File: config.mk
export PLATFORM = sky130hd
export DESIGN_NAME = stream_to_mem
export DESIGN_NICKNAME = d
export VERILOG_FILES = /design/src/s2m_pkg.sv /design/src/sync_fifo.sv /design/src/frame_tracker.sv /design/src/burst_engine.sv /design/src/stream_to_mem.sv
export SDC_FILE = /design/constraint.sdc
export NUM_CORES = 2
export LEC_CHECK = 0
export ABC_AREA = 0
export BUFFER_PORTS_ARGS = -buffer_cell sky130_fd_sc_hd__clkbuf_2
export CORE_MARGIN = 2
export CORE_UTILIZATION = 60
export CTS_CLUSTER_DIAMETER = 60
export DETAILED_ROUTE_END_ITERATION = 12
export GPL_TIMING_DRIVEN = 1
export PLACE_DENSITY_LB_ADDON = 0.3
export SYNTH_ARGS = -nofsm -noshare
export SYNTH_HDL_FRONTEND = slang
export SYNTH_SLANG_ARGS = --single-unit
File: constraint.sdc
create_clock -name clk -period 17.2 [get_ports clk]
set_input_delay 1.72 -clock clk [delete_from_list [all_inputs] [get_ports clk]]
set_output_delay 1.72 -clock clk [all_outputs]
set_load 0.02 [all_outputs]
File: src/s2m_pkg.sv
/* stream-to-memory shared definitions
   widths, constants, engine state codes and record formats */
`default_nettype none

package s2m_pkg;

  // stream beat
  localparam int DATA_W     = 32;
  localparam int KEEP_W     = 4;
  localparam int BEAT_BYTES = 4;

  // memory side
  localparam int ADDR_W = 32;
  localparam int LEN_W  = 8;    // beat counts, fifo occupancy
  localparam logic [ADDR_W-1:0] BASE_ADDR   = 32'h0000_1000;
  localparam logic [LEN_W-1:0]  BURST_BEATS = 8'd16;   // 64-byte window

  // buffering
  localparam int DATA_DEPTH = 64;
  localparam int REC_DEPTH  = 8;

  // record fields
  localparam int FDSTI_W = 28;
  localparam int STI_W   = 8;
  localparam int SSI_W   = 8;
  localparam int BLK_W   = 16;

  // burst engine states
  localparam logic [1:0] ST_IDLE = 2'd0;
  localparam logic [1:0] ST_ADDR = 2'd1;
  localparam logic [1:0] ST_DATA = 2'd2;
  localparam logic [1:0] ST_RESP = 2'd3;

  typedef struct packed {
    logic [DATA_W-1:0] data;
    logic [KEEP_W-1:0] keep;
    logic              last;    // end of block
  } beat_t;

  typedef struct packed {
    logic [ADDR_W-1:0] addr;
    logic [LEN_W-1:0]  len;     // beats minus one
  } aw_cmd_t;

  typedef struct packed {
    logic [FDSTI_W-1:0] fdsti;
    logic [ADDR_W-1:0]  s_addr;
    logic [ADDR_W-1:0]  e_addr;  // last byte of frame
  } addr_rec_t;

  typedef struct packed {
    logic [FDSTI_W-1:0] fdsti;
    logic [SSI_W-1:0]   ssi;
    logic [STI_W-1:0]   sti;
    logic [BLK_W-1:0]   blk_cnt;
  } info_rec_t;

endpackage

`default_nettype wire

File: src/sync_fifo.sv
/* synchronous fifo, first-word fall-through
   circular buffer with occupancy count, DEPTH a power of two */
`default_nettype none

module sync_fifo #(
  parameter int WIDTH = 32,
  parameter int DEPTH = 16
) (
  input  logic                      clk,
  input  logic                      rst,
  input  logic [WIDTH-1:0]          in_data,
  input  logic                      in_valid,
  output logic                      in_ready,
  output logic [WIDTH-1:0]          out_data,
  output logic                      out_valid,
  input  logic                      out_ready,
  output logic [s2m_pkg::LEN_W-1:0] count
);

  logic [WIDTH-1:0]         mem [DEPTH];
  logic [$clog2(DEPTH)-1:0] wr_ptr;
  logic [$clog2(DEPTH)-1:0] rd_ptr;
  logic                     push;
  logic                     pop;

  assign in_ready  = (count != DEPTH[s2m_pkg::LEN_W-1:0]);
  assign out_valid = (count != '0);
  assign out_data  = mem[rd_ptr];   // head word shown directly

  assign push = in_valid & in_ready;
  assign pop  = out_valid & out_ready;

  always_ff @(posedge clk) begin
    if (push) begin
      mem[wr_ptr] <= in_data;
    end
  end

  always_ff @(posedge clk or posedge rst) begin
    if (rst) begin
      wr_ptr <= '0;
      rd_ptr <= '0;
      count  <= '0;
    end else begin
      if (push) wr_ptr <= wr_ptr + 1'b1;
      if (pop) rd_ptr <= rd_ptr + 1'b1;
      if (push && !pop) begin
        count <= count + 1'b1;
      end else if (pop && !push) begin
        count <= count - 1'b1;
      end
    end
  end

endmodule

`default_nettype wire

File: src/frame_tracker.sv
/* frame tracker
   counts beats per block and bytes per frame, emits address and info records */
`default_nettype none

module frame_tracker (
  input  logic                        clk,
  input  logic                        rst,
  input  logic                        beat_fire,
  input  logic                        beat_last,
  input  logic                        frame_ack,
  input  logic                        fi_valid,
  input  logic                        bi_valid,
  input  logic [s2m_pkg::FDSTI_W-1:0] fdsti,
  input  logic [s2m_pkg::STI_W-1:0]   sti,
  input  logic [s2m_pkg::SSI_W-1:0]   ssi,
  output s2m_pkg::addr_rec_t          addr_rec,
  output logic                        addr_rec_valid,
  output s2m_pkg::info_rec_t          info_rec,
  output logic                        info_rec_valid
);

  logic [s2m_pkg::BLK_W-1:0]  blk_cnt;      // beats so far in block
  logic [s2m_pkg::ADDR_W-1:0] frame_bytes;  // bytes so far in frame
  logic [s2m_pkg::ADDR_W-1:0] frame_start;
  logic                       blk_end;

  assign blk_end = beat_fire & beat_last;

  always_ff @(posedge clk or posedge rst) begin
    if (rst) begin
      blk_cnt <= '0;
    end else if (beat_fire) begin
      if (beat_last) begin
        blk_cnt <= '0;
      end else begin
        blk_cnt <= blk_cnt + 1'b1;
      end
    end
  end

  // tkeep ignored as every beat is a full word
  always_ff @(posedge clk or posedge rst) begin
    if (rst) begin
      frame_bytes <= '0;
      frame_start <= s2m_pkg::BASE_ADDR;
    end else if (frame_ack) begin
      frame_start <= frame_start + frame_bytes;
      // a beat in the ack cycle opens the next frame
      frame_bytes <= beat_fire ? s2m_pkg::BEAT_BYTES : '0;
    end else if (beat_fire) begin
      frame_bytes <= frame_bytes + s2m_pkg::BEAT_BYTES;
    end
  end

  always_ff @(posedge clk or posedge rst) begin
    if (rst) begin
      addr_rec_valid <= 1'b0;
      info_rec_valid <= 1'b0;
    end else begin
      addr_rec_valid <= frame_ack & fi_valid;         // one-cycle push
      info_rec_valid <= blk_end & fi_valid & bi_valid;
    end
  end

  always_ff @(posedge clk) begin
    if (frame_ack) begin
      addr_rec.fdsti  <= fdsti;
      addr_rec.s_addr <= frame_start;
      addr_rec.e_addr <= frame_start + frame_bytes - 1'b1;
    end
    if (blk_end) begin
      info_rec.fdsti   <= fdsti;
      info_rec.ssi     <= ssi;
      info_rec.sti     <= sti;
      info_rec.blk_cnt <= blk_cnt + 1'b1;  // include the last beat
    end
  end

endmodule

`default_nettype wire

File: src/burst_engine.sv
/* burst engine
   issues AXI4 write bursts from the data fifo without crossing 64-byte windows */
`default_nettype none

module burst_engine (
  input  logic                        clk,
  input  logic                        rst,
  input  logic                        tlast_in,
  input  s2m_pkg::beat_t              fifo_beat,
  input  logic                        fifo_valid,
  input  logic [s2m_pkg::LEN_W-1:0]   fifo_count,
  output logic                        fifo_pop,
  output s2m_pkg::aw_cmd_t            aw,
  output logic                        awvalid,
  input  logic                        awready,
  output logic [s2m_pkg::DATA_W-1:0]  wdata,
  output logic [s2m_pkg::KEEP_W-1:0]  wstrb,
  output logic                        wlast,
  output logic                        wvalid,
  input  logic                        wready,
  input  logic                        bvalid,
  output logic                        bready
);

  logic [1:0]                 state;
  logic [s2m_pkg::LEN_W-1:0]  tlast_cnt;   // block ends waiting in fifo
  logic [s2m_pkg::ADDR_W-1:0] wr_addr;
  logic [s2m_pkg::LEN_W-1:0]  win_used;    // beats used in current window
  logic [s2m_pkg::LEN_W-1:0]  beats_left;  // W beats after the current one
  logic [s2m_pkg::LEN_W-1:0]  room;
  logic [s2m_pkg::LEN_W-1:0]  burst_beats;
  logic [s2m_pkg::LEN_W-1:0]  win_next;
  logic [s2m_pkg::ADDR_W-1:0] burst_bytes;
  logic                       issue;
  logic                       tlast_out;

  assign room        = s2m_pkg::BURST_BEATS - win_used;
  assign burst_beats = aw.len + 1'b1;
  assign win_next    = win_used + burst_beats;
  assign burst_bytes = {{(s2m_pkg::ADDR_W - s2m_pkg::LEN_W){1'b0}}, burst_beats}
                       * s2m_pkg::BEAT_BYTES;

  // full window available, or a block end must be flushed
  assign issue = (fifo_count >= room) || ((tlast_cnt != '0) && (fifo_count != '0));

  assign awvalid  = (state == s2m_pkg::ST_ADDR);
  assign wvalid   = (state == s2m_pkg::ST_DATA) & fifo_valid;
  assign wlast    = (state == s2m_pkg::ST_DATA) & (beats_left == '0);
  assign wdata    = fifo_beat.data;
  assign wstrb    = fifo_beat.keep;
  assign bready   = (state == s2m_pkg::ST_RESP);
  assign fifo_pop = wvalid & wready;

  assign tlast_out = fifo_pop & fifo_beat.last;

  always_ff @(posedge clk or posedge rst) begin
    if (rst) begin
      tlast_cnt <= '0;
    end else if (tlast_in && !tlast_out) begin
      tlast_cnt <= tlast_cnt + 1'b1;
    end else if (tlast_out && !tlast_in) begin
      tlast_cnt <= tlast_cnt - 1'b1;
    end
  end

  always_ff @(posedge clk or posedge rst) begin
    if (rst) begin
      state      <= s2m_pkg::ST_IDLE;
      wr_addr    <= s2m_pkg::BASE_ADDR;
      win_used   <= '0;
      beats_left <= '0;
      aw.addr    <= s2m_pkg::BASE_ADDR;
      aw.len     <= '0;
    end else begin
      case (state)
        s2m_pkg::ST_IDLE: begin
          if (issue) begin
            aw.addr <= wr_addr;
            aw.len  <= ((fifo_count < room) ? fifo_count : room) - 1'b1;
            state   <= s2m_pkg::ST_ADDR;
          end
        end
        s2m_pkg::ST_ADDR: begin
          if (awready) begin
            wr_addr    <= wr_addr + burst_bytes;
            win_used   <= (win_next == s2m_pkg::BURST_BEATS) ? '0 : win_next;
            beats_left <= aw.len;
            state      <= s2m_pkg::ST_DATA;
          end
        end
        s2m_pkg::ST_DATA: begin
          if (fifo_pop) begin
            if (beats_left == '0) begin
              state <= s2m_pkg::ST_RESP;
            end else begin
              beats_left <= beats_left - 1'b1;
            end
          end
        end
        default: begin
          if (bvalid) state <= s2m_pkg::ST_IDLE;   // response ends burst
        end
      endcase
    end
  end

endmodule

`default_nettype wire

File: src/stream_to_mem.sv
/* stream-to-memory write master
   buffers stream beats, writes them over AXI4 and queues frame and block records */
`default_nettype none

module stream_to_mem (
  input  logic                        clk,
  input  logic                        rst,
  // stream in
  input  s2m_pkg::beat_t              s_beat,
  input  logic                        s_valid,
  output logic                        s_ready,
  input  logic                        frame_valid,
  input  logic                        frame_last,
  input  logic                        fi_valid,
  input  logic                        bi_valid,
  input  logic [s2m_pkg::FDSTI_W-1:0] fdsti,
  input  logic [s2m_pkg::STI_W-1:0]   sti,
  input  logic [s2m_pkg::SSI_W-1:0]   ssi,
  output logic                        frame_ack,
  // AXI4 write
  output logic [s2m_pkg::ADDR_W-1:0]  awaddr,
  output logic [s2m_pkg::LEN_W-1:0]   awlen,
  output logic                        awvalid,
  input  logic                        awready,
  output logic [s2m_pkg::DATA_W-1:0]  wdata,
  output logic [s2m_pkg::KEEP_W-1:0]  wstrb,
  output logic                        wlast,
  output logic                        wvalid,
  input  logic                        wready,
  input  logic                        bvalid,
  output logic                        bready,
  // records
  output s2m_pkg::addr_rec_t          m_addr,
  output logic                        m_addr_valid,
  input  logic                        m_addr_ready,
  output s2m_pkg::info_rec_t          m_info,
  output logic                        m_info_valid,
  input  logic                        m_info_ready
);

  s2m_pkg::beat_t            fifo_beat;
  logic                      fifo_valid;
  logic                      fifo_pop;
  logic [s2m_pkg::LEN_W-1:0] fifo_count;
  logic                      in_valid;
  logic                      beat_fire;
  logic                      tlast_in;
  s2m_pkg::aw_cmd_t          aw;
  s2m_pkg::addr_rec_t        addr_rec;
  logic                      addr_rec_valid;
  s2m_pkg::info_rec_t        info_rec;
  logic                      info_rec_valid;

  assign in_valid  = s_valid & frame_valid;   // beats only count inside a frame
  assign beat_fire = in_valid & s_ready;
  assign tlast_in  = beat_fire & s_beat.last;
  assign frame_ack = frame_valid & frame_last;

  assign awaddr = aw.addr;
  assign awlen  = aw.len;

  sync_fifo #(
    .WIDTH ($bits(s2m_pkg::beat_t)),
    .DEPTH (s2m_pkg::DATA_DEPTH)
  ) i_data_fifo (
    .clk       (clk),
    .rst       (rst),
    .in_data   (s_beat),
    .in_valid  (in_valid),
    .in_ready  (s_ready),
    .out_data  (fifo_beat),
    .out_valid (fifo_valid),
    .out_ready (fifo_pop),
    .count     (fifo_count)
  );

  frame_tracker i_frame_tracker (
    .clk            (clk),
    .rst            (rst),
    .beat_fire      (beat_fire),
    .beat_last      (s_beat.last),
    .frame_ack      (frame_ack),
    .fi_valid       (fi_valid),
    .bi_valid       (bi_valid),
    .fdsti          (fdsti),
    .sti            (sti),
    .ssi            (ssi),
    .addr_rec       (addr_rec),
    .addr_rec_valid (addr_rec_valid),
    .info_rec       (info_rec),
    .info_rec_valid (info_rec_valid)
  );

  // a push into a full record queue is lost
  sync_fifo #(
    .WIDTH ($bits(s2m_pkg::addr_rec_t)),
    .DEPTH (s2m_pkg::REC_DEPTH)
  ) i_addr_fifo (
    .clk       (clk),
    .rst       (rst),
    .in_data   (addr_rec),
    .in_valid  (addr_rec_valid),
    .in_ready  (),
    .out_data  (m_addr),
    .out_valid (m_addr_valid),
    .out_ready (m_addr_ready),
    .count     ()
  );

  sync_fifo #(
    .WIDTH ($bits(s2m_pkg::info_rec_t)),
    .DEPTH (s2m_pkg::REC_DEPTH)
  ) i_info_fifo (
    .clk       (clk),
    .rst       (rst),
    .in_data   (info_rec),
    .in_valid  (info_rec_valid),
    .in_ready  (),
    .out_data  (m_info),
    .out_valid (m_info_valid),
    .out_ready (m_info_ready),
    .count     ()
  );

  burst_engine i_burst_engine (
    .clk        (clk),
    .rst        (rst),
    .tlast_in   (tlast_in),
    .fifo_beat  (fifo_beat),
    .fifo_valid (fifo_valid),
    .fifo_count (fifo_count),
    .fifo_pop   (fifo_pop),
    .aw         (aw),
    .awvalid    (awvalid),
    .awready    (awready),
    .wdata      (wdata),
    .wstrb      (wstrb),
    .wlast      (wlast),
    .wvalid     (wvalid),
    .wready     (wready),
    .bvalid     (bvalid),
    .bready     (bready)
  );

endmodule

`default_nettype wire

==> impl_metrics.sql <==
INSERT INTO impl_metrics (metric_group, metric, value, unit) VALUES
('logic_synthesis', 'synth.cell_area', '154000', 'sq um'),
('worst_hold_path', 'hp-class', 'flip-flop to flip-flop', ''),
('worst_setup_path', 'cpMostUsedCell', 'sky130_fd_sc_hd__buf_4', ''),
('floorplanning', 'area_inside_the_core_boundary', '254000', 'sq um'),
('global_route', 'vias_in_the_first_global_route', '79600', ''),
('drt', 'antenna_left', '0', ''),
('worst_setup_path', 'crit_path_max_fanout', '63', ''),
('timing', 'final_hold_viol_count', '0', ''),
('clocking', 'clk_transition_reported_paths', '0.05', 'ns'),
('drt', 'number_of_design_rule_violations_left_after_detail_routing', '0', ''),
('logic_synthesis', 'syn_area_per_cell', '20.1', 'sq um'),
('logic_synthesis', 'asyncSetResetFlopFracSynth', '5.61', '%'),
('place', 'gp_congestion', '0.809', ''),
('run_status', 'outcome', 'finished, final reports clean', ''),
('finish', 'design.final.nets', '8353', ''),
('finish', 'layout-area-overhead-vs-synth', '12.4', '%'),
('logic_synthesis', 'synth_ff_type', 'sky130_fd_sc_hd__edfxtp_1', ''),
('place', 'place_hpwl', '192000', 'microns'),
('place', 'io_buffer_count', '324', ''),
('floorplanning', 'die_w', '510', 'microns'),
('logic_synthesis', 'count_of_flip_flops_with_a_built_in_enable_after_synthesis', '3718', ''),
('clocking', 'tritoncts', 'built', ''),
('drt', 'postRouteWirelength', '367000', 'microns'),
('clocking', 'post_cts_hold_buffer_count', '0', ''),
('clocking', 'post_cts.resized_instances', '0', ''),
('clocking', 'cts-root-to-sink-buffers', '4', ''),
('worst_setup_path', 'path_cells', 'nand2b_4 -> buf_4 -> buf_4 -> buf_4 -> o221ai_1 -> o22ai_1 -> nor3_1 -> a21oi_1 -> a21oi_1 -> clkbuf_2', ''),
('timing', 'max_slew_margin', '9.09', '%'),
('timing', 'setup_violations', '0', ''),
('worst_setup_path', 'crit_buf_inv', '4', ''),
('logic_synthesis', 'yosysSeqAreaShare', '76.3', '%'),
('floorplanning', 'placement_rows', '185', ''),
('global_route', 'antenna_found_initial', '17', ''),
('floorplanning', 'floorplan.die_area', '260000', 'sq um'),
('global_route', 'maximum_number_of_pins_on_one_net_before_global_route_repair', '151', ''),
('power', 'power', '27.2', 'mW'),
('finish', 'layout_commonest_cell', 'sky130_fd_sc_hd__edfxtp_1', ''),
('drt', 'drt-wirelength-per-cell', '31.0', 'microns'),
('floorplanning', 'initial_core_util', '60.4', '%'),
('flow_run', 'max-cap-violations', '0', ''),
('logic_synthesis', 'synthesized_flop_and_latch_total', '3939', ''),
('worst_setup_path', 'cpPeakStageDelay', '0.92', 'ns'),
('clocking', 'ctsRootBufferMaster', 'sky130_fd_sc_hd__clkbuf_16', ''),
('finish', 'layout.cells.most_common_list', 'sky130_fd_sc_hd__edfxtp_1, sky130_fd_sc_hd__mux4_2, sky130_fd_sc_hd__mux2i_1, sky130_fd_sc_hd__clkbuf_16, sky130_fd_sc_hd__clkbuf_2', ''),
('clocking', 'htree_num_levels', '5', ''),
('worst_setup_path', 'cp_top_family', 'buffers and inverters', ''),
('timing', 'period_share', '47.6', '%'),
('worst_setup_path', 'worst_setup_path_end_kind', 'output pin', ''),
('power', 'powerDensity', '157', 'nW/um^2'),
('finish', 'drive_above_1_share', '24.6', '%'),
('global_route', 'grt_pass1_wl', '535000', 'microns'),
('logic_synthesis', 'syn-instance-count', '7644', ''),
('floorplanning', 'dieHeight', '510', 'microns'),
('clocking', 'tritoncts_num_sinks', '3939', ''),
('worst_setup_path', 'critical_path_required', '15.48', 'ns'),
('timing', 'timing_max_transition_violations_final', '0', ''),
('global_route', 'grt_usage', '28.3', '%'),
('power', 'ir_worst_vdd', '0.175', 'mV'),
('timing', 'tightestPinTransition', '1.36', 'ns'),
('power', 'static-leakage-power', '57.3', 'nW'),
('floorplanning', 'top_level_ports', '329', ''),
('clocking', 'cts_inserted_buffers', '404', ''),
('finish', 'layout.filler_cells', '15500', ''),
('worst_setup_path', 'start_kind', 'flip-flop', ''),
('drt', 'num_vias', '78500', ''),
('drt', 'first_iter_violations', '10000', ''),
('drt', 'detail_route.vias_per_cell', '6.63', ''),
('drt', 'drt-pass1-iter-count', '6', ''),
('timing', 'max_clock_freq', '0.122', 'GHz'),
('timing', 'setup_repair_after_global_routing_missed_its_margin', 'no', ''),
('clocking', 'clk-insertion-delay-late', '0.99', 'ns'),
('timing', 'clock_skew', '0.0820', 'ns'),
('clocking', 'post-cts-setup-buffer-count', '0', ''),
('global_route', 'global_route.overflow_total', '0', ''),
('logic_synthesis', 'yosysWarnings', '0', ''),
('worst_setup_path', 'crit_type', 'flip-flop to output pin', ''),
('logic_synthesis', 'synth_unique_cells', '81', ''),
('worst_setup_path', 'crit_path_arrival_time', '6.47', 'ns'),
('timing', 'finalSetupTns', '0', 'ns'),
('worst_setup_path', 'cp_slowest_cell', 'sky130_fd_sc_hd__buf_4', ''),
('timing', 'final.min_clock_period', '8.19', 'ns');
[cell type report]
cell class / instances / area (sq um) / area share (%)
Antenna cell: 10 / 25.0 / 0.0145
Clock buffer: 499 / 10600 / 6.14
Clock inverter: 208 / 2060 / 1.19
Inverter: 69 / 279 / 0.162
Multi-Input combinational cell: 3250 / 35300 / 20.5
Sequential cell: 3939 / 117000 / 67.9
Tap cell: 3366 / 4210 / 2.44
Timing Repair Buffer: 490 / 2960 / 1.71
[registers in the layout, indices dropped and copies added (netlist names), 16 cells and up]
signal and count:
i_frame_tracker.info_rec 60, i_frame_tracker.blk_cnt 16, i_data_fifo.mem 2368, i_frame_tracker.addr_rec 90
i_info_fifo.mem 480, i_frame_tracker.frame_start 31, i_burst_engine.aw 38, i_addr_fifo.mem 720
i_frame_tracker.frame_bytes 30, i_burst_engine.wr_addr 30
[per-stage QoR]
| stage | cells | hold WS (ns) | cell area (sq um) | util [%] | setup slack (ns) |
|---|---|---|---|---|---|
| floorplan | 7647 | 0.436 | 154000 | - | 9.39 |
| global placement | 11100 | 0.455 | 160000 | 62.9 | 10.04 |
| detailed placement | 11100 | 0.460 | 160000 | 62.9 | 10.04 |
| CTS | 11800 | 0.474 | 173000 | 67.9 | 9.06 |
| global route | 11800 | 0.481 | 173000 | 67.9 | 8.90 |
| finish | 11800 | 0.474 | 173000 | 67.9 | 9.01 |
[worst reg2reg max path, cell delays in order, from the launching register on]
cell and delay, ns:
sky130_fd_sc_hd__dfrtp_4 0.81, sky130_fd_sc_hd__nand2b_4 0.55, sky130_fd_sc_hd__buf_4 0.63, sky130_fd_sc_hd__buf_4 0.93, sky130_fd_sc_hd__buf_4 0.81, sky130_fd_sc_hd__o221ai_1 0.37, sky130_fd_sc_hd__o22ai_1 0.25, sky130_fd_sc_hd__nor3_1 0.12
sky130_fd_sc_hd__nor3_1 0.45, sky130_fd_sc_hd__a21oi_1 0.08, sky130_fd_sc_hd__nand2_1 0.16, sky130_fd_sc_hd__ha_1 0.21, sky130_fd_sc_hd__inv_1 0.14, sky130_fd_sc_hd__ha_1 0.30, sky130_fd_sc_hd__a21o_1 0.18, sky130_fd_sc_hd__a21oi_1 0.25
sky130_fd_sc_hd__o21bai_1 0.13, sky130_fd_sc_hd__a21oi_1 0.24, sky130_fd_sc_hd__o21bai_1 0.09, sky130_fd_sc_hd__a21oi_1 0.19, sky130_fd_sc_hd__xnor2_1 0.15, sky130_fd_sc_hd__nor2_1 0.08, sky130_fd_sc_hd__xor2_1 0.16
[synth_stat cells (4+ instances only)]
library cell	instances	area (sq um)
sky130_fd_sc_hd__a211oi_1	30	225
sky130_fd_sc_hd__a21o_1	15	113
sky130_fd_sc_hd__a21oi_1	252	1260
sky130_fd_sc_hd__a22o_1	4	35.0
sky130_fd_sc_hd__a31oi_1	10	62.6
sky130_fd_sc_hd__and2_1	11	68.8
sky130_fd_sc_hd__and3_1	28	175
sky130_fd_sc_hd__buf_1	88	330
sky130_fd_sc_hd__buf_2	47	235
sky130_fd_sc_hd__buf_4	4	30.0
sky130_fd_sc_hd__clkbuf_1	249	935
sky130_fd_sc_hd__dfrtp_1	218	5460
sky130_fd_sc_hd__edfxtp_1	3718	112000
sky130_fd_sc_hd__fa_1	6	120
sky130_fd_sc_hd__ha_1	100	1250
sky130_fd_sc_hd__inv_1	66	248
sky130_fd_sc_hd__mux2_2	208	2340
sky130_fd_sc_hd__mux2i_1	456	4560
sky130_fd_sc_hd__mux4_2	694	15600
sky130_fd_sc_hd__nand2_1	217	815
sky130_fd_sc_hd__nand2b_1	18	113
sky130_fd_sc_hd__nand3_1	46	230
sky130_fd_sc_hd__nand3b_1	5	37.5
sky130_fd_sc_hd__nand4_1	16	100
sky130_fd_sc_hd__nor2_1	244	916
sky130_fd_sc_hd__nor2b_1	9	56.3
sky130_fd_sc_hd__nor3_1	69	345
sky130_fd_sc_hd__nor3b_1	4	30.0
sky130_fd_sc_hd__nor4_1	13	81.3
sky130_fd_sc_hd__o211ai_1	8	60.1
sky130_fd_sc_hd__o21ai_0	127	636
sky130_fd_sc_hd__o21bai_1	26	195
sky130_fd_sc_hd__o221ai_1	225	1970
sky130_fd_sc_hd__o22a_1	4	35.0
sky130_fd_sc_hd__o22ai_1	122	763
sky130_fd_sc_hd__o31a_1	4	35.0
sky130_fd_sc_hd__o31ai_1	7	52.6
sky130_fd_sc_hd__o32ai_1	4	35.0
sky130_fd_sc_hd__or3_1	11	68.8
sky130_fd_sc_hd__or4_1	4	30.0
sky130_fd_sc_hd__xnor2_1	106	928
sky130_fd_sc_hd__xor2_1	87	762
[routing by layer]
metal	routed length, microns	vias up	GRT usage [%]
met3	34400	858	4.77
li1	-	32500	-
met5	86	-	0
met2	181000	4321	46.1
met4	16300	14	11.5
met1	135000	40800	38.5
[kinds of logic after synthesis]
kind of cell	synth area share (%)
other	0.00489
buffers and inverters	1.17
xor gates and xnor gates	1.11
AOI/OAI and AO/OA	3.78
and+or+nand+nor	2.12
adders and majority gates	0.892
DFF	76.3
muxes	14.7
[path summary, 6_finish.rpt]
check	to	from	cells after the start	slack, ns
max	wstrb[3]	i_data_fifo.rd_ptr[1]	10	9.01
min	i_frame_tracker.addr_rec[36]	i_frame_tracker.frame_start[4]	0	0.47
max reg2reg	i_burst_engine.tlast_cnt[7]	i_data_fifo.rd_ptr[1]	22	9.80
min reg2reg	i_frame_tracker.addr_rec[36]	i_frame_tracker.frame_start[4]	0	0.47
max in group asynchronous	i_frame_tracker.frame_bytes[24]	rst	4	14.07
min in group asynchronous	i_burst_engine.aw[17]	rst	2	0.97
[where the power goes]
| group | switching (mW) | internal, mW | leakage (nW) |
|---|---|---|---|
| Clock | 3.53 | 4.87 | 6.19 |
| Sequential | 0.461 | 10.9 | 36.4 |
| Combinational | 4.27 | 3.17 | 14.7 |
| Total | 8.26 | 18.9 | 57.3 |
(Power assumes the default switching activity.)
